--- src/common/fe2_params.svh ---
// Fp2 inversion engine parameters
// Field width, the Mersenne prime and the multiplier latency
`ifndef FE2_PARAMS_SVH
`define FE2_PARAMS_SVH

// Width of one base-field element
`define FE_WIDTH 31

// Mersenne prime 2^31 - 1 that the reduction relies on
`define FE_PRIME 31'h7fff_ffff

// Cycles from multiplier valid in to valid out
`define MUL_LAT 2

`endif

--- src/common/fe2_pkg.sv ---
// Fp2 inversion engine types
// Field element, multiplier tag and the two state machine encodings
`include "fe2_params.svh"

package fe2_pkg;

  // Base-field element, also one stream beat
  typedef logic [`FE_WIDTH-1:0] fe_t;

  // Which product a multiplier result belongs to
  typedef logic [1:0] mul_tag_t;

  localparam mul_tag_t TAG_A_SQ = 2'd0;
  localparam mul_tag_t TAG_B_SQ = 2'd1;
  localparam mul_tag_t TAG_RE   = 2'd2;
  localparam mul_tag_t TAG_IM   = 2'd3;

  typedef enum logic [2:0] {S_IDLE, S_SQUARE, S_NORM, S_INVERT, S_SCALE, S_HANDOFF} seq_state_t;

  typedef enum logic [1:0] {I_IDLE, I_SQR, I_MUL, I_DONE} inv_state_t;

endpackage

--- src/verilog/fp_mul.sv ---
// Modular multiplier over the prime 2^31 - 1
// Stage one registers the full product, stage two folds and corrects
// The tag travels with the data unchanged
`include "fe2_params.svh"

module fp_mul import fe2_pkg::*; (
  input  logic     i_clk,
  input  logic     i_rst,
  input  logic     i_val,
  input  fe_t      i_a,
  input  fe_t      i_b,
  input  mul_tag_t i_tag,
  output logic     o_val,
  output fe_t      o_res,
  output mul_tag_t o_tag
);

  logic [2*`FE_WIDTH-1:0] prod_q;
  logic                   val_q;
  mul_tag_t               tag_q;
  logic [`FE_WIDTH:0]     fold;
  logic [`FE_WIDTH:0]     fold_sub;

  // 2^31 is 1 mod P, so the high half adds onto the low half
  assign fold     = {1'b0, prod_q[`FE_WIDTH-1:0]} + {1'b0, prod_q[2*`FE_WIDTH-1:`FE_WIDTH]};
  assign fold_sub = fold - {1'b0, `FE_PRIME};

  always_ff @(posedge i_clk) begin
    if (i_rst) begin
      val_q <= 1'b0;
      o_val <= 1'b0;
    end else begin
      val_q <= i_val;
      o_val <= val_q;
    end
  end

  always_ff @(posedge i_clk) begin
    prod_q <= {{`FE_WIDTH{1'b0}}, i_a} * {{`FE_WIDTH{1'b0}}, i_b};
    tag_q  <= i_tag;
    o_tag  <= tag_q;
    // One subtract is enough since the fold stays below 2P
    o_res  <= (fold >= {1'b0, `FE_PRIME}) ? fold_sub[`FE_WIDTH-1:0] : fold[`FE_WIDTH-1:0];
  end

  // Folded result equals the full product reduced mod P
  a_res_reduced: assert property (@(posedge i_clk) disable iff (i_rst)
    o_val |-> (64'(o_res) == 64'($past(prod_q)) % 64'(`FE_PRIME)));

endmodule

--- src/fp_inv/fp_inv.sv ---
// Base-field inverter by Fermat exponentiation, x^(P-2) mod P
// Left to right square and multiply over the exponent bits
// Uses a private multiplier and gives 0 for input 0
`include "fe2_params.svh"

module fp_inv import fe2_pkg::*; (
  input  logic i_clk,
  input  logic i_rst,
  input  logic i_val,
  input  fe_t  i_dat,
  output logic o_val,
  output fe_t  o_res
);

  localparam fe_t      EXP     = fe_t'(`FE_PRIME - 2);
  localparam mul_tag_t TAG_SQR = 2'd0;
  localparam mul_tag_t TAG_MUL = 2'd1;

  inv_state_t state;
  fe_t        base;
  fe_t        acc;
  logic [4:0] bit_idx;
  logic       mul_val;
  fe_t        mul_a;
  fe_t        mul_b;
  mul_tag_t   mul_tag;
  logic       mul_o_val;
  fe_t        mul_res;
  mul_tag_t   mul_o_tag;

  fp_mul u_mul (
    .i_clk (i_clk),
    .i_rst (i_rst),
    .i_val (mul_val),
    .i_a   (mul_a),
    .i_b   (mul_b),
    .i_tag (mul_tag),
    .o_val (mul_o_val),
    .o_res (mul_res),
    .o_tag (mul_o_tag)
  );

  assign o_val = (state == I_DONE);
  assign o_res = acc;

  always_ff @(posedge i_clk) begin
    if (i_rst) begin
      state   <= I_IDLE;
      mul_val <= 1'b0;
      bit_idx <= '0;
    end else begin
      mul_val <= 1'b0;
      case (state)
        I_IDLE: begin
          if (i_val) begin
            // Top exponent bit is set, so the accumulator starts at the base
            base    <= i_dat;
            acc     <= i_dat;
            bit_idx <= 5'd29;
            mul_val <= 1'b1;
            mul_a   <= i_dat;
            mul_b   <= i_dat;
            mul_tag <= TAG_SQR;
            state   <= I_SQR;
          end
        end
        I_SQR: begin
          if (mul_o_val && mul_o_tag == TAG_SQR) begin
            acc <= mul_res;
            if (EXP[bit_idx]) begin
              mul_val <= 1'b1;
              mul_a   <= mul_res;
              mul_b   <= base;
              mul_tag <= TAG_MUL;
              state   <= I_MUL;
            end else if (bit_idx == '0) begin
              state <= I_DONE;
            end else begin
              bit_idx <= bit_idx - 5'd1;
              mul_val <= 1'b1;
              mul_a   <= mul_res;
              mul_b   <= mul_res;
              mul_tag <= TAG_SQR;
            end
          end
        end
        I_MUL: begin
          if (mul_o_val && mul_o_tag == TAG_MUL) begin
            acc <= mul_res;
            if (bit_idx == '0) begin
              state <= I_DONE;
            end else begin
              bit_idx <= bit_idx - 5'd1;
              mul_val <= 1'b1;
              mul_a   <= mul_res;
              mul_b   <= mul_res;
              mul_tag <= TAG_SQR;
              state   <= I_SQR;
            end
          end
        end
        default: state <= I_IDLE;
      endcase
    end
  end

  a_no_overlap: assert property (@(posedge i_clk) disable iff (i_rst)
    i_val |-> (state == I_IDLE));

endmodule

--- config.mk ---
export PLATFORM = sky130hd
export DESIGN_NAME = fp_inv
export DESIGN_NICKNAME = d
export VERILOG_FILES = /design/src/common/fe2_pkg.sv /design/src/verilog/fp_mul.sv /design/src/fp_inv/fp_inv.sv
export VERILOG_INCLUDE_DIRS = /design/src /design/src/common
export SDC_FILE = /design/constraint.sdc
export NUM_CORES = 2
export LEC_CHECK = 0
export ABC_AREA = 1
export BUFFER_PORTS_ARGS = -buffer_cell sky130_fd_sc_hd__buf_2
export CORE_MARGIN = 4
export CORE_UTILIZATION = 57
export CTS_CLUSTER_SIZE = 16
export DETAILED_ROUTE_END_ITERATION = 10
export HOLD_SLACK_MARGIN = 0.12
export PLACE_DENSITY = 0.71
export SYNTH_ARGS = -nofsm -noshare
export SYNTH_HDL_FRONTEND = slang
export SYNTH_SLANG_ARGS = --single-unit
--- constraint.sdc ---
create_clock -name i_clk -period 19.97 [get_ports i_clk]
set_input_delay 0 -clock i_clk [delete_from_list [all_inputs] [get_ports i_clk]]
set_output_delay 0 -clock i_clk [all_outputs]
set_load 0.02 [all_outputs]
# == After elaboration in Yosys (flattened, before gate mapping) ==
# Memories as Yosys holds them, arrays and structs flattened. A register that Yosys moved wholly into a read port is not among the register bits.
# Index checks and enable logic that the tools add are counted.
# word_totals
word_cells,84
out_inout_bits,32
mem_count,1
mem_bits_ro,32
regBits,233
# memory_table
name,depth,width,read_ports,rd_ports_with_merged_regs,write_ports,line,rtl
(name not given),32,1,1,1,0,fp_inv.sv:70,if (EXP[bit_idx]) begin
# op_classes
addsub,3
reduce_logical,10
bitwise_logic,1
muxes,43
eq_ne,9
mul,1
order_cmp,2
# op_table
operator,n
$mux 31,12
$pmux 31 s3,3
$mul 31x31->62,1
$mux 5,7
$add 31x31->32,1
$ge 32x31->1 const B,1
$sub 31x31->31 const B,1
$mux 2,11
$pmux 5 s3,1
$pmux 2 s3,2
$reduce_and 5->1,2
$ne 2x2->1 const B,4
$lt 5x6->1 const B,1
$mux 1,6
$logic_not 5->1,1
$sub 5x1->5 const B,1
$eq 2x1->1 const B,2
$eq 2x2->1 const B,2
$logic_not 2->1,2
$reduce_and 4->1,1
$ne 3x3->1 const B,1
$pmux 1 s3,1
$reduce_and 3->1,1
$reduce_bool 3->1,1
other kinds (2),3

# == Logic depth before layout (Yosys ltp) ==
# depth
word_depth,7
mapped_depth,35

# == By module ==
# A second synthesis with hierarchy kept.
# unflattened
cells_unflattened,5746
area_unflattened_um2,44458.9
# by_module_without_submodules
module,area_each_um2,n_inst,cells_each
fp_mul,37976.4,1,5098
fp_inv,6482.5,1,648

# == Worst setup path before layout ==
# OpenSTA, ideal clock, no wires.
# synth_path
path_type,register -> register
startpoint,reg state[0]
endpoint,"reg mul_a[0], enable pin"
arrival_ns,9.759
path_stages_with_launch,6
setup_slack_ns,9.429
required_time_ns,19.188
cell_sequence,dfxtp_1 -> inv_1 -> ha_1 -> nand2_1 -> nand2_1 -> nor4_1
# synth_via
elab_chain_cells,3
word_cells_on_any_way,8
classes_between,eq/ne: 5; reduce/logical: 3
# synth_lines
item,line,rtl
start: declaration,fp_inv.sv:19,inv_state_t state;
start signal: assignment,fp_inv.sv:48,state <= I_IDLE;
start signal: assignment,fp_inv.sv:64,state <= I_SQR;
start signal: assignment,fp_inv.sv:75,state <= I_MUL;
$eq 2x2->1 (tied with other cells),fp_inv.sv:53,case (state)
$ne 2x2->1 (no source line) / $reduce_bool 3->1 (equally long branches),n/a,
$reduce_and 5->1 (no source line) *,n/a,
end signal: assignment,fp_inv.sv:61,mul_a <= i_dat;
end signal: assignment,fp_inv.sv:72,mul_a <= mul_res;
end signal: assignment,fp_inv.sv:81,mul_a <= mul_res;
end: declaration,fp_inv.sv:24,fe_t mul_a;
# Mark *: on every way between the ends. The rest lies on a longest branch, timed or not.
# A chain may end at the register's enable or synchronous reset.

# == Final worst setup path ==
# layout_path
startpoint,reg mul_a[24]
endpoint,reg u_mul.prod_q[61]
# layout_via
elab_chain_cells,1
# layout_lines
item,line,rtl
$mul 31x31->62,fp_mul.sv:39,"prod_q <= {{`FE_WIDTH{1'b0}}, i_a} * {{`FE_WIDTH{1'b0}}, i_b};"
end signal: assignment,fp_mul.sv:39,
end: declaration,fp_mul.sv:18,logic [2*`FE_WIDTH-1:0] prod_q;
# No other way between the ends.

==> impl_metrics.csv <==
group,metric,value,unit
run_status,status,"finished, final reports clean",
die,start_util,57.8,%
logic_synthesis,yosys_warnings,0,
logic_synthesis,netlist_area,44100,um^2
setup_path,r2r-start,"mul_a[24]",
cells_and_area,areaGrowthSynthToFinish,5.41,%
sta,hold_violations,0,
sta,fin_worst_skew,23.1,ps
logic_synthesis,synth.net_count,6830,
logic_synthesis,synth.area.top_cells,"fa_1 (38%), nand2_1 (14%), inv_1 (13%)",
cts,clockBufferDepth,3,
routing,postRouteAntennaNets,0,
sta,post-route-period-util,40.6,%
cts,clock-root-buffer,"clkbuf_16",
cts,cts_buffers,24,
global_route,antenna_found_initial,3,
logic_synthesis,synth_area_leader_cell,"fa_1",
routing,wl,124000,um
routing,vias,35600,
cells_and_area,final_common_cell,"nand2_1",
hold_path,hp-class,"in -> reg",
sta,tightest_slew,1210,ps
cts,cts_tree,"done",
routing,drcViolationCount,0,
setup_path,cp.arrival,8530,ps
global_route,first_global_vias,37500,
setup_path,path_class,"reg -> reg",
logic_synthesis,yosysSeqAreaShare,13.5,%
setup_path,startpoint_type,"flip-flop",
cts,clk_latency,560,ps
logic_synthesis,synthCells,5666,
sta,tns,0,ps
cells_and_area,drive_gt1_share,3.75,%
die,coreArea,76300,um^2
global_route,grt_util_all_layers,31.2,%
die,io_pins,66,
sta,rsz0062_at_grt,"no",
cts,cts_resized,0,
setup_path,cp_max_fo,17,
logic_synthesis,synth_top_area_share,38.0,%
logic_synthesis,synth.distinct_cells,47,
global_route,grt_max_degree,84,
routing,wire_per_inst,18.6,um
placement,place_ws,11930,ps
cells_and_area,num-fill-cells,7011,
routing,drt_pass1_iterations,6,
die,fp.dieW,286,um
sta,setup_ws,11870,ps
sta,setup_viol,0,
die,die_area,81900,um^2
placement,portBuffers,65,
die,rows,101,
logic_synthesis,avgSynthCellArea,7.78,um^2
hold_path,min_from,"i_dat[25]",
placement,dp_hpwl,97500,um
cells_and_area,nets,6800,
sta,finalCriticalPeriod,8100,ps
routing,first_iter_violations,2799,
run,max-cap-violations,0,
routing,viasPerCell,5.32,
setup_path,critPathBufInv,7,
setup_path,required,20400,ps
placement,place_congestion,0.992,
setup_path,crit_family,"adder cells",
setup_path,max_stage_delay,850,ps
setup_path,crit_top_cell,"fa_1",
logic_synthesis,async_flop_share,0,%
sta,finalMaxSlewViolations,0,
global_route,overflow,0,
sta,fmax,123,MHz
sta,hold-worst-slack,179,ps
setup_path,cp-end-kind,"flip-flop",
sta,max_slew_margin,19.1,%
setup_path,critPathLaunch,"mul_a[24]",
setup_path,critPathSlowestCell,"edfxtp_1",
cts,cts_max_level,1,
cts,cts.reportedPaths.clkPinSlew,70,ps
logic_synthesis,synth_edf_count,126,
global_route,grt_pass1_wl,201000,um
setup_path,cp_cell_sequence,"buf_4, nand2_1, inv_1, fa_1, fa_1, inv_1, fa_1, fa_1, inv_1, fa_1, fa_1, fa_1, inv_1, fa_1, inv_1, ha_1, nand2_1, nor2_1, inv_1, nor4_1, nand3_1, nand3_1, a31oi_1, xor2_1",
logic_synthesis,ys_ff_latch,234,
cells_and_area,final_cell_mix,"nand2_1 (1643), inv_1 (1546), fa_1 (838), ha_1 (292), nor2_1 (249)",
cts,clock-sinks,234,
logic_synthesis,synth-main-ff-cell,"edfxtp_1",
die,die_y,286,um
[Yosys cell counts (16+ instances only)]
cell	instances
a21oi_1	102
clkbuf_1	216
dfxtp_1	108
edfxtp_1	126
fa_1	838
ha_1	292
inv_1	1547
nand2_1	1643
nand3_1	118
nand4_1	22
nor2_1	251
nor3_1	19
o211ai_1	38
o21ai_0	121
o221ai_1	16
o311ai_0	17
xnor2_1	21
xor2_1	56
[routing by layer]
layer	vias to the layer above	track usage, %	wire length, um
met4	2	10.1	4650
met3	256	3.21	9050
met2	1426	53.8	60800
li1	16400	-	-
met1	17500	41.9	49700
met5	-	0	13
[worst reg2reg max path, cell delays in order, from the launching register on]
cell and delay (ps):
edfxtp_1 850, buf_4 410, nand2_1 90, inv_1 90, fa_1 450, fa_1 560, inv_1 60, fa_1 490
fa_1 510, inv_1 50, fa_1 550, fa_1 440, fa_1 540, inv_1 60, fa_1 480, inv_1 40
ha_1 390, nand2_1 130, nor2_1 320, inv_1 130, nor4_1 570, nand3_1 150, nand3_1 260, a31oi_1 180
xor2_1 180
[final timing paths]
kind | to | slack, ps | cells after the start
setup reg to reg | u_mul.prod_q[61] | 11870 | 24
hold reg to reg | u_mul.o_tag[0] | 330 | 0
setup / recovery | u_mul.prod_q[61] | 11870 | 24
hold / removal | base[25] | 180 | 2
[cells by family after synthesis]
family / synth area share, %
simple gates: 18.9
buf+inv: 15.2
fa+ha+maj: 46.3
compound gates: 4.57
flops: 13.5
xor+xnor: 1.57
[state kept, by name, summed over array words and instances, names as in the netlist, named ones only]
name / cells
o_res: 31
u_mul.o_val: 1
state: 2
u_mul.prod_q: 62
mul_b: 31
bit_idx: 5
mul_a: 31
u_mul.o_res: 31
base: 31
mul_tag: 2
u_mul.o_tag: 2
u_mul.tag_q: 2
u_mul.val_q: 1
mul_val: 1
[cell type report]
| cell class | instances | area [um^2] | share of cell area [%] |
|---|---|---|---|
| sequential | 234 | 5950 | 12.8 |
| clock buffer | 28 | 616 | 1.32 |
| inverter | 1553 | 5830 | 12.5 |
| antenna | 2 | 5.00 | 0.0108 |
| tap | 1030 | 1290 | 2.77 |
| multi-input combinational | 3653 | 31500 | 67.7 |
| timing repair buffer | 170 | 1200 | 2.57 |
| clock inverter | 16 | 139 | 0.299 |
[through the flow]
step / instances / area, um^2 / util [%]
6_report: 6686 / 46500 / 60.9
5_1_grt: 6685 / 46500 / 60.9
4_1_cts: 6684 / 46500 / 60.9
3_5_place_dp: 6607 / 45400 / 59.5
3_3_place_gp: 6607 / 45400 / 59.5
2_1_floorplan: 5666 / 44100 / -
[timing repair]
action / 4_1_cts / 5_1_grt
setup buffers: 0 / 0
setup endpoints to repair: 0 / 0
hold endpoints to repair: 141 / 0
hold buffers: 33 / 0
Power is not shown: default switching activity piles up to over one toggle a cycle in this logic, so the estimate is an artifact.
