<file path="src/common/fe2_params.svh">
// Fp2 inversion engine parameters
// Field width, the Mersenne prime and the multiplier latency
`ifndef FE2_PARAMS_SVH
`define FE2_PARAMS_SVH

// Width of one base-field element
`define FE_WIDTH 31

// Mersenne prime 2^31 - 1 that the reduction relies on
`define FE_PRIME 31'h7fff_ffff

// Cycles from multiplier valid in to valid out
`define MUL_LAT 2

`endif

</file>
<file path="src/common/fe2_pkg.sv">
// Fp2 inversion engine types
// Field element, multiplier tag and the two state machine encodings
`include "fe2_params.svh"

package fe2_pkg;

  // Base-field element, also one stream beat
  typedef logic [`FE_WIDTH-1:0] fe_t;

  // Which product a multiplier result belongs to
  typedef logic [1:0] mul_tag_t;

  localparam mul_tag_t TAG_A_SQ = 2'd0;
  localparam mul_tag_t TAG_B_SQ = 2'd1;
  localparam mul_tag_t TAG_RE   = 2'd2;
  localparam mul_tag_t TAG_IM   = 2'd3;

  typedef enum logic [2:0] {S_IDLE, S_SQUARE, S_NORM, S_INVERT, S_SCALE, S_HANDOFF} seq_state_t;

  typedef enum logic [1:0] {I_IDLE, I_SQR, I_MUL, I_DONE} inv_state_t;

endpackage

</file>
<file path="src/fe2_inv/fe2_inv_seq.sv">
// Fp2 inversion sequencer
// Issues a^2, b^2, their sum, the base-field inverse, 0 - b
// and the two final products to the shared arithmetic units
// Result is (a - b*u) / (a^2 + b^2)
`include "fe2_params.svh"

module fe2_inv_seq import fe2_pkg::*; (
  input  logic     i_clk,
  input  logic     i_rst,
  input  logic     i_start,
  input  fe_t      i_a,
  input  fe_t      i_b,
  output logic     o_busy,
  output logic     o_mul_val,
  output fe_t      o_mul_a,
  output fe_t      o_mul_b,
  output mul_tag_t o_mul_tag,
  input  logic     i_mul_val,
  input  fe_t      i_mul_res,
  input  mul_tag_t i_mul_tag,
  output logic     o_as_val,
  output logic     o_as_sub,
  output fe_t      o_as_a,
  output fe_t      o_as_b,
  input  logic     i_as_val,
  input  fe_t      i_as_res,
  output logic     o_inv_val,
  output fe_t      o_inv_dat,
  input  logic     i_inv_val,
  input  fe_t      i_inv_res,
  output logic     o_res_val,
  output fe_t      o_res_re,
  output fe_t      o_res_im,
  input  logic     i_done
);

  seq_state_t state;
  logic       second;
  fe_t        a_q;
  fe_t        b_q;
  fe_t        a_sq;
  fe_t        neg_b;
  fe_t        inv_q;
  fe_t        re_q;

  assign o_busy    = (state != S_IDLE);
  assign o_res_val = (state == S_SCALE) && i_mul_val && (i_mul_tag == TAG_IM);
  assign o_res_re  = re_q;
  assign o_res_im  = i_mul_res;

  always_ff @(posedge i_clk) begin
    if (i_rst) begin
      state     <= S_IDLE;
      second    <= 1'b0;
      o_mul_val <= 1'b0;
      o_as_val  <= 1'b0;
      o_inv_val <= 1'b0;
    end else begin
      o_mul_val <= 1'b0;
      o_as_val  <= 1'b0;
      o_inv_val <= 1'b0;
      case (state)
        S_IDLE: begin
          if (i_start) begin
            a_q       <= i_a;
            b_q       <= i_b;
            o_mul_val <= 1'b1;
            o_mul_a   <= i_a;
            o_mul_b   <= i_a;
            o_mul_tag <= TAG_A_SQ;
            second    <= 1'b1;
            state     <= S_SQUARE;
          end
        end
        S_SQUARE: begin
          if (second) begin
            o_mul_val <= 1'b1;
            o_mul_a   <= b_q;
            o_mul_b   <= b_q;
            o_mul_tag <= TAG_B_SQ;
            second    <= 1'b0;
          end
          if (i_mul_val && i_mul_tag == TAG_A_SQ) begin
            a_sq <= i_mul_res;
          end
          // a^2 returned the cycle before
          if (i_mul_val && i_mul_tag == TAG_B_SQ) begin
            o_as_val <= 1'b1;
            o_as_sub <= 1'b0;
            o_as_a   <= a_sq;
            o_as_b   <= i_mul_res;
            state    <= S_NORM;
          end
        end
        S_NORM: begin
          if (i_as_val) begin
            o_inv_val <= 1'b1;
            o_inv_dat <= i_as_res;
            // Negate b while the inverter runs
            o_as_val  <= 1'b1;
            o_as_sub  <= 1'b1;
            o_as_a    <= '0;
            o_as_b    <= b_q;
            state     <= S_INVERT;
          end
        end
        S_INVERT: begin
          if (i_as_val) begin
            neg_b <= i_as_res;
          end
          if (i_inv_val) begin
            inv_q     <= i_inv_res;
            o_mul_val <= 1'b1;
            o_mul_a   <= a_q;
            o_mul_b   <= i_inv_res;
            o_mul_tag <= TAG_RE;
            second    <= 1'b1;
            state     <= S_SCALE;
          end
        end
        S_SCALE: begin
          if (second) begin
            o_mul_val <= 1'b1;
            o_mul_a   <= neg_b;
            o_mul_b   <= inv_q;
            o_mul_tag <= TAG_IM;
            second    <= 1'b0;
          end
          if (i_mul_val && i_mul_tag == TAG_RE) begin
            re_q <= i_mul_res;
          end
          if (o_res_val) begin
            state <= S_HANDOFF;
          end
        end
        S_HANDOFF: begin
          if (i_done) begin
            state <= S_IDLE;
          end
        end
        default: state <= S_IDLE;
      endcase
    end
  end

  a_no_restart: assert property (@(posedge i_clk) disable iff (i_rst)
    i_start |-> !o_busy);

  // Each product comes back after the fixed latency with its own tag
  a_mul_return: assert property (@(posedge i_clk) disable iff (i_rst)
    o_mul_val |-> ##`MUL_LAT (i_mul_val && i_mul_tag == $past(o_mul_tag, `MUL_LAT)));

endmodule

</file>
<file path="config.mk">
export PLATFORM = sky130hd
export DESIGN_NAME = fe2_inv_seq
export DESIGN_NICKNAME = d
export VERILOG_FILES = /design/src/common/fe2_pkg.sv /design/src/fe2_inv/fe2_inv_seq.sv
export VERILOG_INCLUDE_DIRS = /design/src /design/src/common
export SDC_FILE = /design/constraint.sdc
export NUM_CORES = 1
export LEC_CHECK = 0
export BUFFER_PORTS_ARGS = -buffer_cell sky130_fd_sc_hd__buf_2
export CAP_MARGIN = 40
export CORE_ASPECT_RATIO = 0.9
export CORE_MARGIN = 2
export CORE_UTILIZATION = 55
export CTS_CLUSTER_DIAMETER = 150
export DETAILED_ROUTE_END_ITERATION = 10
export GPL_TIMING_DRIVEN = 0
export PLACE_DENSITY = 0.89
export SLEW_MARGIN = 20
export SYNTH_ARGS = -nofsm -noshare
export SYNTH_HDL_FRONTEND = slang
export SYNTH_SLANG_ARGS = --single-unit
export TNS_END_PERCENT = 10
</file>
<file path="constraint.sdc">
create_clock -name i_clk -period 14.7 [get_ports i_clk]
set_clock_uncertainty 0.1 [all_clocks]
set_input_delay 1.47 -clock i_clk [delete_from_list [all_inputs] [get_ports i_clk]]
set_output_delay 1.47 -clock i_clk [all_outputs]
set_load 0.005 [all_outputs]
</file>
=== Word-level counts from Yosys, hierarchy flattened ===
Index checks and enable logic that the tools add are counted.
Widths: inputs -> output; s select.

* Input bits: 164
* Output and inout port bits: 225
* Register bits: 351

* Muxes and demuxes: 39
* Bitwise logic cells: 2
* Reductions and logical operators: 23
* Equality and inequality tests: 16

{| class="wikitable"
|+ Operators by type and width
! kind !! number
|-
| $mux 31 || 10
|-
| $pmux 31 s4 || 2
|-
| $pmux 31 s2 || 2
|-
| $reduce_and 3->1 || 7
|-
| $mux 3 || 6
|-
| $pmux 3 s6 || 1
|-
| $ne 2x2->1 const B || 8
|-
| $reduce_and 6->1 || 2
|-
| $mux 1 || 9
|-
| $mux 2 || 4
|-
| $pmux 2 s4 || 1
|-
| $eq 3x2->1 const B || 2
|-
| $eq 3x3->1 const B || 2
|-
| $pmux 1 s3 || 2
|-
| $reduce_bool 3->1 || 2
|-
| $logic_and 1x1->1 || 5
|-
| $eq 2x2->1 const B || 2
|-
| $pmux 1 s2 || 2
|-
| $reduce_and 4->1 || 1
|-
| $reduce_bool 4->1 || 1
|-
| $reduce_or 2->1 || 2
|-
| $eq 3x1->1 const B || 1
|-
| $logic_not 3->1 || 1
|-
| $eq 2x1->1 const B || 1
|-
| 3 further kinds || 4
|}

=== Depth between registers and ports, before layout ===
Gate-level depths: netlist (run 1).

* Depth after elaboration: 5
* Gate-level depth with buffers: 7
* Mapped depth without buffers: 4

=== Worst setup path before layout (run 1) ===
Ideal clock, no wire load.

* Path type: input -> register
* Start: input port i_rst
* End: register a_q[0], enable pin
* Data arrival time: 6250 ps
* Stages: 2
* Library setup time: 571 ps
* Path buffers: 1
* Path slack: 7778 ps
* Path through: clkbuf_1 > nor3b_1

* Cells in the longest elaborated chain, start to end: 2

{| class="wikitable"
|+ RTL lines
! what !! RTL line !! source
|-
| start: declaration || fe2_inv_seq.sv:9 || <nowiki>input logic i_rst,</nowiki>
|-
| $not 1->1 (no line) || n/a ||
|-
| $reduce_and 3->1 (no line) || n/a ||
|-
| end signal: assignment || fe2_inv_seq.sv:65 || <nowiki>a_q <= i_a;</nowiki>
|-
| end: declaration || fe2_inv_seq.sv:39 || <nowiki>fe_t a_q;</nowiki>
|}

No other way between the ends.
A chain may end at the register's enable or synchronous reset.

=== Worst setup path after layout (run 1) ===
* Start: register state[2]
* End: output port o_res_val

* Cells in the longest elaborated chain, start to end: 3

{| class="wikitable"
|+ RTL lines
! what !! RTL line !! source
|-
| start: declaration || fe2_inv_seq.sv:37 || <nowiki>seq_state_t state;</nowiki>
|-
| start signal: assignment || fe2_inv_seq.sv:53 || <nowiki>state <= S_IDLE;</nowiki>
|-
| start signal: assignment || fe2_inv_seq.sv:72 || <nowiki>state <= S_SQUARE;</nowiki>
|-
| start signal: assignment || fe2_inv_seq.sv:92 || <nowiki>state <= S_NORM;</nowiki>
|-
| $eq 3x3->1 || fe2_inv_seq.sv:47 || <nowiki>assign o_res_val = (state == S_SCALE) && i_mul_val && (i_mul_tag == TAG_IM);</nowiki>
|-
| $logic_and 1x1->1 (2 in series) || fe2_inv_seq.sv:47 ||
|-
| end: declaration || fe2_inv_seq.sv:31 || <nowiki>output logic o_res_val,</nowiki>
|}

No other way between the ends.

==> flow_metrics.py, run 1 <==
metrics = {
    "timing": {
        "fmax_mhz": 258,
        "setup_ws_ns": 10.82,
        "period_share": 0.264,
        "period_minus_slack_ns": 3.88,
        "setup_viol": 0,
        "whs_ns": 0.429,
        "slew_viol_final": 0,
        "hold_violations": 0,
        "worst_pin_slew_ns": 0.820,
        "relSlewSlack": 0.451,
        "rsz0062_at_grt": "false",
        "tns_ns": 0,
    },
    "clock_network": {
        "cts_tree": "yes",
        "htreeDepth": 2,
        "clk_latency_ns": 0.50,
        "clk_pin_slew_ns": 0.06,
        "cts_sinks": 351,
        "postCtsResizedCells": 0,
        "cts_post_setup_buffers_inserted": 0,
        "clockRootBuffer": "clkbuf_16",
        "cts_buffer_depth": 3,
        "postCtsHoldBufs": 0,
        "cts_buffers": 35,
    },
    "die": {
        "fp.dieArea_um2": 24200,
        "io_pins": 389,
        "fp.dieW_um": 164,
        "die_h_um": 148,
        "row_count": 52,
        "coreArea_um2": 22500,
        "start_util": 0.562,
    },
    "detailed_routing": {
        "via_per_inst": 5.82,
        "detail_route.wl_per_cell_um": 26.3,
        "routed_wl_um": 37200,
        "drt_iter0_drc": 1167,
        "ant_nets": 0,
        "drt-pass1-iter-count": 8,
        "drc": 0,
        "dr_total_vias": 8231,
    },
    "synth": {
        "synth_area_leader_cell": "edfxtp_1",
        "ys_types": 34,
        "syn_avg_cell_area_um2": 20.2,
        "yosys_most_used_dff": "edfxtp_1",
        "synthCells": 625,
        "netlist_top_cells_area": "edfxtp_1 (82%), a221o_1 (4.9%), mux2_2 (2.6%), a22o_1 (2.1%), buf_4 (2.1%)",
        "yosysWarnings": 0,
        "synth_top_area_frac": 0.817,
        "ys_ff_latch": 351,
        "synth-edff-count": 344,
        "synth-seq-area-share": 0.828,
        "async_flop_share": 0,
        "syn_nets": 789,
        "synth_area_um2": 12600,
    },
    "worst_setup_path": {
        "startpoint_type": "flop",
        "path_common_cell": "buf_2",
        "arrival_ns": 2.31,
        "cpMaxStageDelayCell": "buf_2",
        "slowest_delay_ns": 0.35,
        "end_kind": "primary output",
        "worstSetupPathType": "flop to primary output",
        "worst-path-max-fanout": 10,
        "crit_chain": "buf_4 > nor3b_2 > buf_2 > buf_2 > nand2_1 > nor2_1 > buf_2",
        "critPathRequiredTime_ns": 13.13,
        "cp_num_buf_inv": 4,
        "cpLargestDelayFamily": "buffers and inverters",
    },
    "global_route": {
        "grt_pass1_wl_um": 52700,
        "antenna_found_initial": 2,
        "grt-ovfl-total": 0,
        "grt_pass1_vias": 8373,
        "grt_usage": 0.302,
        "grt_max_degree": 24,
    },
    "flow_run": {
        "cap_violations": 0,
    },
    "status": {
        "status": "completed",
    },
    "cells_and_area": {
        "nets": 1252,
        "drive_above_1_share": 0.516,
        "areaGrowthSynthToFinish_pct": 30.7,
        "mostFrequentLayoutCells": "buf_2 (418), edfxtp_1 (344), a221o_1 (62), buf_4 (56), clkbuf_16 (37)",
        "fin_cells": 1414,
        "fillers": 1309,
        "final_common_cell": "buf_2",
    },
    "placement": {
        "port_buffers": 388,
        "routabilityCongestion": 0.904,
        "preCtsSetupSlack_ns": 10.81,
        "hpwl_um": 26700,
        "dp_cells": 1348,
    },
    "power": {
        "leakage_uw": 0.00648,
        "powerDensity_nw_per_um2": 151,
        "vdd_ir_drop_max_mv": 0.135,
    },
    "hold_path": {
        "min_path_type": "flop to flop",
    },
}
registers in the layout, summed over array words and instances, names as in the netlist:
signal / cells
a_q: 31
a_sq: 31
b_q: 31
inv_q: 31
neg_b: 31
o_as_a: 31
o_as_b: 31
o_inv_dat: 31
o_mul_a: 31
o_mul_b: 31
o_res_re: 31
state: 3
o_mul_tag: 2
o_as_sub: 1
o_as_val: 1
o_inv_val: 1
o_mul_val: 1
second: 1
metal layers:
metal,GRT usage,part of all wire,vias up
li1,-,-,3472
met1,0.379,0.35,4002
met2,0.498,0.49,651
met3,0.0861,0.12,104
met4,0.124,0.040,2
met5,0,0.00054,-
final timing paths:
path	startpoint	endpoint	slack (ns)	depth (start not counted)
setup / recovery	state[2]$_SDFFE_PP0P_	o_res_val	10.82	7
hold reg to reg	a_sq[0]$_DFFE_PP_	o_as_a[0]$_SDFFCE_PP0P_	0.43	1
hold / removal	a_sq[0]$_DFFE_PP_	o_as_a[0]$_SDFFCE_PP0P_	0.43	1
setup reg to reg	state[0]$_SDFFE_PP0P_	a_sq[6]$_DFFE_PP_	11.40	9
through the flow:
stage	utilization	cell area, um2	power [uW]
2_1_floorplan	-	12600	1430
3_3_place_gp	0.665	15000	1580
3_5_place_dp	0.682	15400	1600
4_1_cts	0.734	16500	2500
5_1_grt	0.734	16500	2560
6_report	0.734	16500	2490
logic make-up (layout without fill, tap and decap cells):
group           count (synthesis)  after routing  synth area share
flops                         351            351             0.828
compound gates                109            109            0.0786
simple gates                   71             71            0.0347
buf+inv                        63            552            0.0313
mux                            31             31            0.0276
other cells                     0              3                 0
synth_stat cells, drive strengths merged, types with 4 or more instances:
library cell and n:
nor3b 4, nand2 7, buf 57, mux2 31
nor4b 4, a21oi 8, a22o 31, nor2 5
nor2b 34, a221o 62, dfxtp 7, nor3 4
clkbuf 6, edfxtp 344, nand2b 4
where the power goes:
part	switching, uW	leakage (uW)	internal [uW]
clock network	368	0.000556	536
registers	28.0	0.00320	1200
logic	199	0.00272	158
total	595	0.00648	1900
worst register-to-register path: stages, from the launching register on:
cell     delay [ns]
dfxtp_1        0.38
nor2b_1        0.23
nor2b_1        0.17
buf_2          0.26
buf_4          0.25
nor4b_2        0.65
buf_4          0.29
buf_2          0.24
buf_4          0.22
buf_2          0.22
cell type report:
cell class	instances	area (um2)	area share
sequential	351	10500	0.634
timing repair buffer	426	2290	0.139
multi-input combinational	211	1830	0.111
clock buffer	45	966	0.0585
buffer	63	395	0.0239
tap	297	372	0.0225
clock inverter	18	194	0.0117
antenna	3	7.51	0.000454
Note: power is estimated with default switching activity, not from simulation.
==> run 2: changes to the inputs <==
Settings changed: CORE_UTILIZATION 55 to 46, PLACE_DENSITY 0.89 to 0.8.
Clock period 14.7 ns to 3.1 ns, I/O delays scaled along.
==> run 2 against run 1 <==
  * Non-clock buffer count rose by 149
  * Sequential share of layout area decreased by 5.7 points
  * Design area rose by 9.9%
  * Via count increased by 5.5%
  * Setup slack lost 11 ns
  * Die area is 19% higher
  * Hold slack got worse by 0.40 ns
  * Highest routed layer is now met4
  * Clock power rose to 4.5 times the previous value
  * Final cell count is 14% higher
  * Register-to-register slack got worse by 11 ns
==> flow_metrics.py, run 2 (synthesis results as in run 1) <==
metrics = {
    "timing": {
        "fmax_mhz": 350,
        "slew_viol_final": 0,
        "worst_pin_slew_ns": 0.806,
        "period_share": 0.921,
        "relSlewSlack": 0.460,
        "whs_ns": 0.0292,
        "rsz0062_at_grt": "false",
        "period_minus_slack_ns": 2.86,
        "hold_violations": 0,
        "setup_viol": 0,
    },
    "placement": {
        "hpwl_um": 26300,
        "port_buffers": 388,
        "dp_cells": 1395,
        "routabilityCongestion": 0.854,
    },
    "worst_setup_path": {
        "cpLargestDelayFamily": "buffers and inverters",
        "cpMaxStageDelayCell": "nor4b_4",
        "path_common_cell": "buf_4",
        "worstSetupPathType": "flop to flop",
        "arrival_ns": 2.95,
        "slowest_delay_ns": 0.62,
        "end_kind": "flop",
        "critPathRequiredTime_ns": 3.19,
        "crit_chain": "nor2b_1 > nor2b_1 > buf_2 > buf_4 > nor4b_4 > buf_4 > buf_4",
        "startpoint_type": "flop",
        "worst-path-max-fanout": 13,
        "cp_num_buf_inv": 4,
    },
    "global_route": {
        "grt_pass1_wl_um": 55300,
        "grt_usage": 0.264,
        "grt_pass1_vias": 8929,
        "grt_max_degree": 21,
        "grt-ovfl-total": 0,
        "antenna_found_initial": 3,
    },
    "detailed_routing": {
        "drt_iter0_drc": 793,
        "drt-pass1-iter-count": 5,
        "detail_route.wl_per_cell_um": 24.1,
        "dr_total_vias": 8680,
        "ant_nets": 0,
        "via_per_inst": 5.37,
        "routed_wl_um": 38900,
        "drc": 0,
    },
    "clock_network": {
        "clk_latency_ns": 0.51,
        "cts_tree": "yes",
        "clockRootBuffer": "clkbuf_16",
        "cts_sinks": 351,
        "cts_buffer_depth": 3,
        "htreeDepth": 2,
        "cts_buffers": 36,
        "clk_pin_slew_ns": 0.07,
    },
    "status": {
        "status": "completed",
    },
    "power": {
        "powerDensity_nw_per_um2": 652,
        "vdd_ir_drop_max_mv": 0.524,
        "leakage_uw": 0.00711,
        "power_uw": 11800,
    },
    "cells_and_area": {
        "areaGrowthSynthToFinish_pct": 43.6,
        "drive_above_1_share": 0.447,
        "nets": 1402,
        "fin_cells": 1616,
        "final_common_cell": "buf_2",
        "mostFrequentLayoutCells": "buf_2 (410), edfxtp_1 (344), dlygate4sd3_1 (155), a221o_1 (62), buf_4 (51)",
        "final_core_util": 0.672,
        "fillers": 1738,
    },
    "die": {
        "start_util": 0.468,
        "row_count": 57,
        "fp.dieW_um": 179,
        "io_pins": 389,
        "die_h_um": 161,
        "coreArea_um2": 27000,
        "fp.dieArea_um2": 28800,
    },
    "flow_run": {
        "cap_violations": 0,
    },
    "hold_path": {
        "min_path_type": "input port to flop",
    },
}
run 2: report_power, final:
part	internal (uW)	total, uW	switching (uW)
registers	5710	5850	144
logic	909	1900	993
clock network	2340	4090	1740
total	8960	11800	2880
run 2: timing repair:
| item | in CTS | in global routing |
|---|---|---|
| gates resized for setup | 2 | 0 |
| buffers inserted | 0 | 4 |
| hold buffers | 155 | 0 |
| gates cloned | 0 | 0 |
| endpoints found under the setup margin | 28 | 28 |
| endpoints found under the hold margin | 217 | 0 |
| pin swaps | 0 | 2 |
run 2: path summary, 6_finish.rpt:
check                                            from                        to  slack, ns  cells past startpoint
worst max-delay path            state[0]$_SDFFE_PP0P_        a_sq[14]$_DFFE_PP_       0.24                      7
worst min register to register     a_sq[29]$_DFFE_PP_  o_as_a[29]$_SDFFCE_PP0P_       0.43                      1
worst max register to register  state[0]$_SDFFE_PP0P_        a_sq[14]$_DFFE_PP_       0.24                      7
worst min-delay path                        i_inv_val     state[1]$_SDFFE_PP0P_       0.03                      4
run 2: layout make-up:
class                   instances  area (um2)  share of cell area
flip-flops and latches        351       10500               0.576
well taps                     354         443              0.0244
multi-input cells             211        1870               0.103
repair buffers                575        3890               0.214
clock buffers                  43         948              0.0522
plain buffers                  63         395              0.0218
clock inverters                18         138             0.00758
diodes                          1        2.50            0.000138
run 2: through the flow:
| stage | setup TNS [ns] | setup slack (ns) | instance area [um2] |
|---|---|---|---|
| floorplan | -150.97 | -0.808 | 12700 |
| finish | 0 | 0.245 | 18200 |
| global route | 0 | 0.0218 | 18200 |
| global placement | -641.04 | -2.58 | 15100 |
| CTS | 0 | 0.0894 | 18100 |
| detailed placement | -0.995 | -0.0409 | 15500 |
run 2: routing by layer:
metal,vias up,wire length (um),global-route usage,share of wire
li1,3767,-,-,-
met4,0,1590,0.113,0.041
met5,-,0,0,0
met2,542,19400,0.444,0.50
met3,116,3470,0.0680,0.089
met1,4255,14500,0.325,0.37
run 2: tightest hold or removal path: cells and delay by family:
kind,cells,cell delay (ns)
AOI/OAI and AO/OA,1,0.06
buffers and inverters,1,0.10
and+or+nand+nor,2,0.12
==> run 3: changes to the inputs <==
Settings changed: GPL_TIMING_DRIVEN 0 to unset.
==> run 3 against run 2 <==
  * Register-to-register slack better by 0.17 ns
  * Combinational power is 11% lower
  * First-iteration DRC count is 3.3% higher
  * Critical endpoint is now o_as_b[10]$_DFFE_PP_
  * Routed wire length is 10% lower
  * Sequential power hardly changed
  * Non-clock buffer count is 72 lower
  * Largest cell class unchanged
  * Hold slack better by 0.020 ns
  * Largest power group unchanged
  * Setup slack better by 0.17 ns
==> flow_metrics.py, run 3 (synthesis results as in run 1) <==
metrics = {
    "cells_and_area": {
        "drive_above_1_share": 0.422,
        "design_area_um2": 17600,
        "fillers": 1814,
        "nets": 1330,
        "final_core_util": 0.653,
        "final_common_cell": "buf_2",
        "areaGrowthSynthToFinish_pct": 39.5,
        "mostFrequentLayoutCells": "buf_2 (388), edfxtp_1 (344), dlygate4sd3_1 (155), a221o_1 (62), clkbuf_16 (37)",
    },
    "detailed_routing": {
        "drt-pass1-iter-count": 5,
        "detail_route.wl_per_cell_um": 22.6,
        "routed_wl_um": 35000,
        "routed.top_layer": "met4",
        "wl_met1_um": 13400,
        "drt_iter0_drc": 819,
        "wl_met2_um": 17500,
        "drc": 0,
        "ant_nets": 0,
        "dr_total_vias": 8353,
        "via_per_inst": 5.40,
        "wl_met3_um": 2890,
    },
    "global_route": {
        "grt_usage": 0.238,
        "antenna_found_initial": 2,
        "grt_pass1_wl_um": 50600,
        "grt-ovfl-total": 0,
        "grt_max_degree": 64,
        "grt_pass1_vias": 8383,
    },
    "clock_network": {
        "clk_latency_ns": 0.50,
        "postCtsResizedCells": 0,
        "cts_tree": "yes",
        "htreeDepth": 2,
        "cts_buffer_depth": 3,
        "cts_sinks": 351,
        "clk_pin_slew_ns": 0.06,
        "clockRootBuffer": "clkbuf_16",
        "cts_buffers": 36,
    },
    "timing": {
        "fmax_mhz": 373,
        "whs_ns": 0.0494,
        "relSlewSlack": 0.495,
        "hold_violations": 0,
        "slew_viol_final": 0,
        "period_minus_slack_ns": 2.68,
        "worst_pin_slew_ns": 0.757,
        "rsz0062_at_grt": "false",
        "setup_ws_ns": 0.419,
        "period_share": 0.865,
        "setup_viol": 0,
    },
    "die": {
        "fp.dieArea_um2": 28800,
        "start_util": 0.468,
        "io_pins": 389,
        "die_h_um": 161,
        "coreArea_um2": 27000,
        "row_count": 57,
        "fp.dieW_um": 179,
    },
    "flow_run": {
        "cap_violations": 0,
    },
    "placement": {
        "routabilityCongestion": 0.848,
        "port_buffers": 388,
        "preCtsSetupSlack_ns": 0.460,
        "place_area_um2": 15000,
        "hpwl_um": 22600,
    },
    "power": {
        "vdd_ir_drop_max_mv": 0.375,
        "powerDensity_nw_per_um2": 662,
        "leakage_uw": 0.00675,
        "power_uw": 11700,
    },
    "worst_setup_path": {
        "end_kind": "flop",
        "startpoint_type": "flop",
        "critPathRequiredTime_ns": 3.19,
        "arrival_ns": 2.78,
        "worst-path-max-fanout": 22,
        "worstSetupPathType": "flop to flop",
    },
    "hold_path": {
        "min_path_type": "input port to flop",
    },
    "status": {
        "status": "completed",
    },
}
run 3: cell types whose count changed in the layout (fill, tap and decap cells not counted), moves of 2 or more:
cell | before | now
buf_4 | 51 | 18
buf_2 | 410 | 388
buf_6 | 6 | 0
buf_12 | 0 | 5
buf_16 | 5 | 0
buf_8 | 5 | 0
clkbuf_1 | 12 | 9
clkinv_1 | 9 | 6
clkbuf_8 | 0 | 2
run 3: critical path, stage by stage, from the launching register on:
cell and delay [ns]:
dfxtp_1 0.58, nor2b_1 0.28, nor2b_4 0.18, or3b_1 0.44, a21oi_4 0.52, buf_12 0.25
run 3: repair_timing:
| item | 4_1_cts | 5_1_grt |
|---|---|---|
| hold endpoints to repair | 217 | 0 |
| hold buffers | 155 | 0 |
| buffers inserted | 0 | 0 |
run 3: final timing paths:
path | end | startpoint | cells past startpoint | slack [ns]
setup / recovery | o_as_b[10]$_DFFE_PP_ | state[0]$_SDFFE_PP0P_ | 5 | 0.42
hold / removal | o_inv_val$_SDFF_PP0_ | i_as_val | 2 | 0.05
setup reg to reg | o_as_b[10]$_DFFE_PP_ | state[0]$_SDFFE_PP0P_ | 5 | 0.42
hold reg to reg | second$_SDFFE_PP0P_ | second$_SDFFE_PP0P_ | 2 | 0.42
run 3: cell type report:
class                           count  area, um2  share of cell area
Clock inverter                     15        124             0.00702
Clock buffer                       48        987              0.0559
Antenna cell                        2       5.00            0.000284
Multi-Input combinational cell    211       1890               0.107
Tap cell                          354        443              0.0251
Sequential cell                   351      10500               0.593
Timing Repair Buffer              566       3730               0.211
run 3: power by group:
part / total (uW) / switching, uW / internal [uW]
Combinational: 1690 / 881 / 812
Sequential: 5880 / 168 / 5710
Clock: 4110 / 1710 / 2400
run 3: per-stage QoR:
step	std cells	setup TNS, ns
after CTS	1545	0
after global routing	1545	0
final	1547	0
after floorplan	625	-150.97
after detailed placement	1327	0
after global placement	1327	0
run 3: layer usage:
| metal | global-route usage | vias up |
|---|---|---|
| met2 | 0.408 | 537 |
| met4 | 0.0820 | 0 |
| met3 | 0.0384 | 84 |
| met5 | 0 | - |
| li1 | - | 3623 |
| met1 | 0.310 | 4109 |
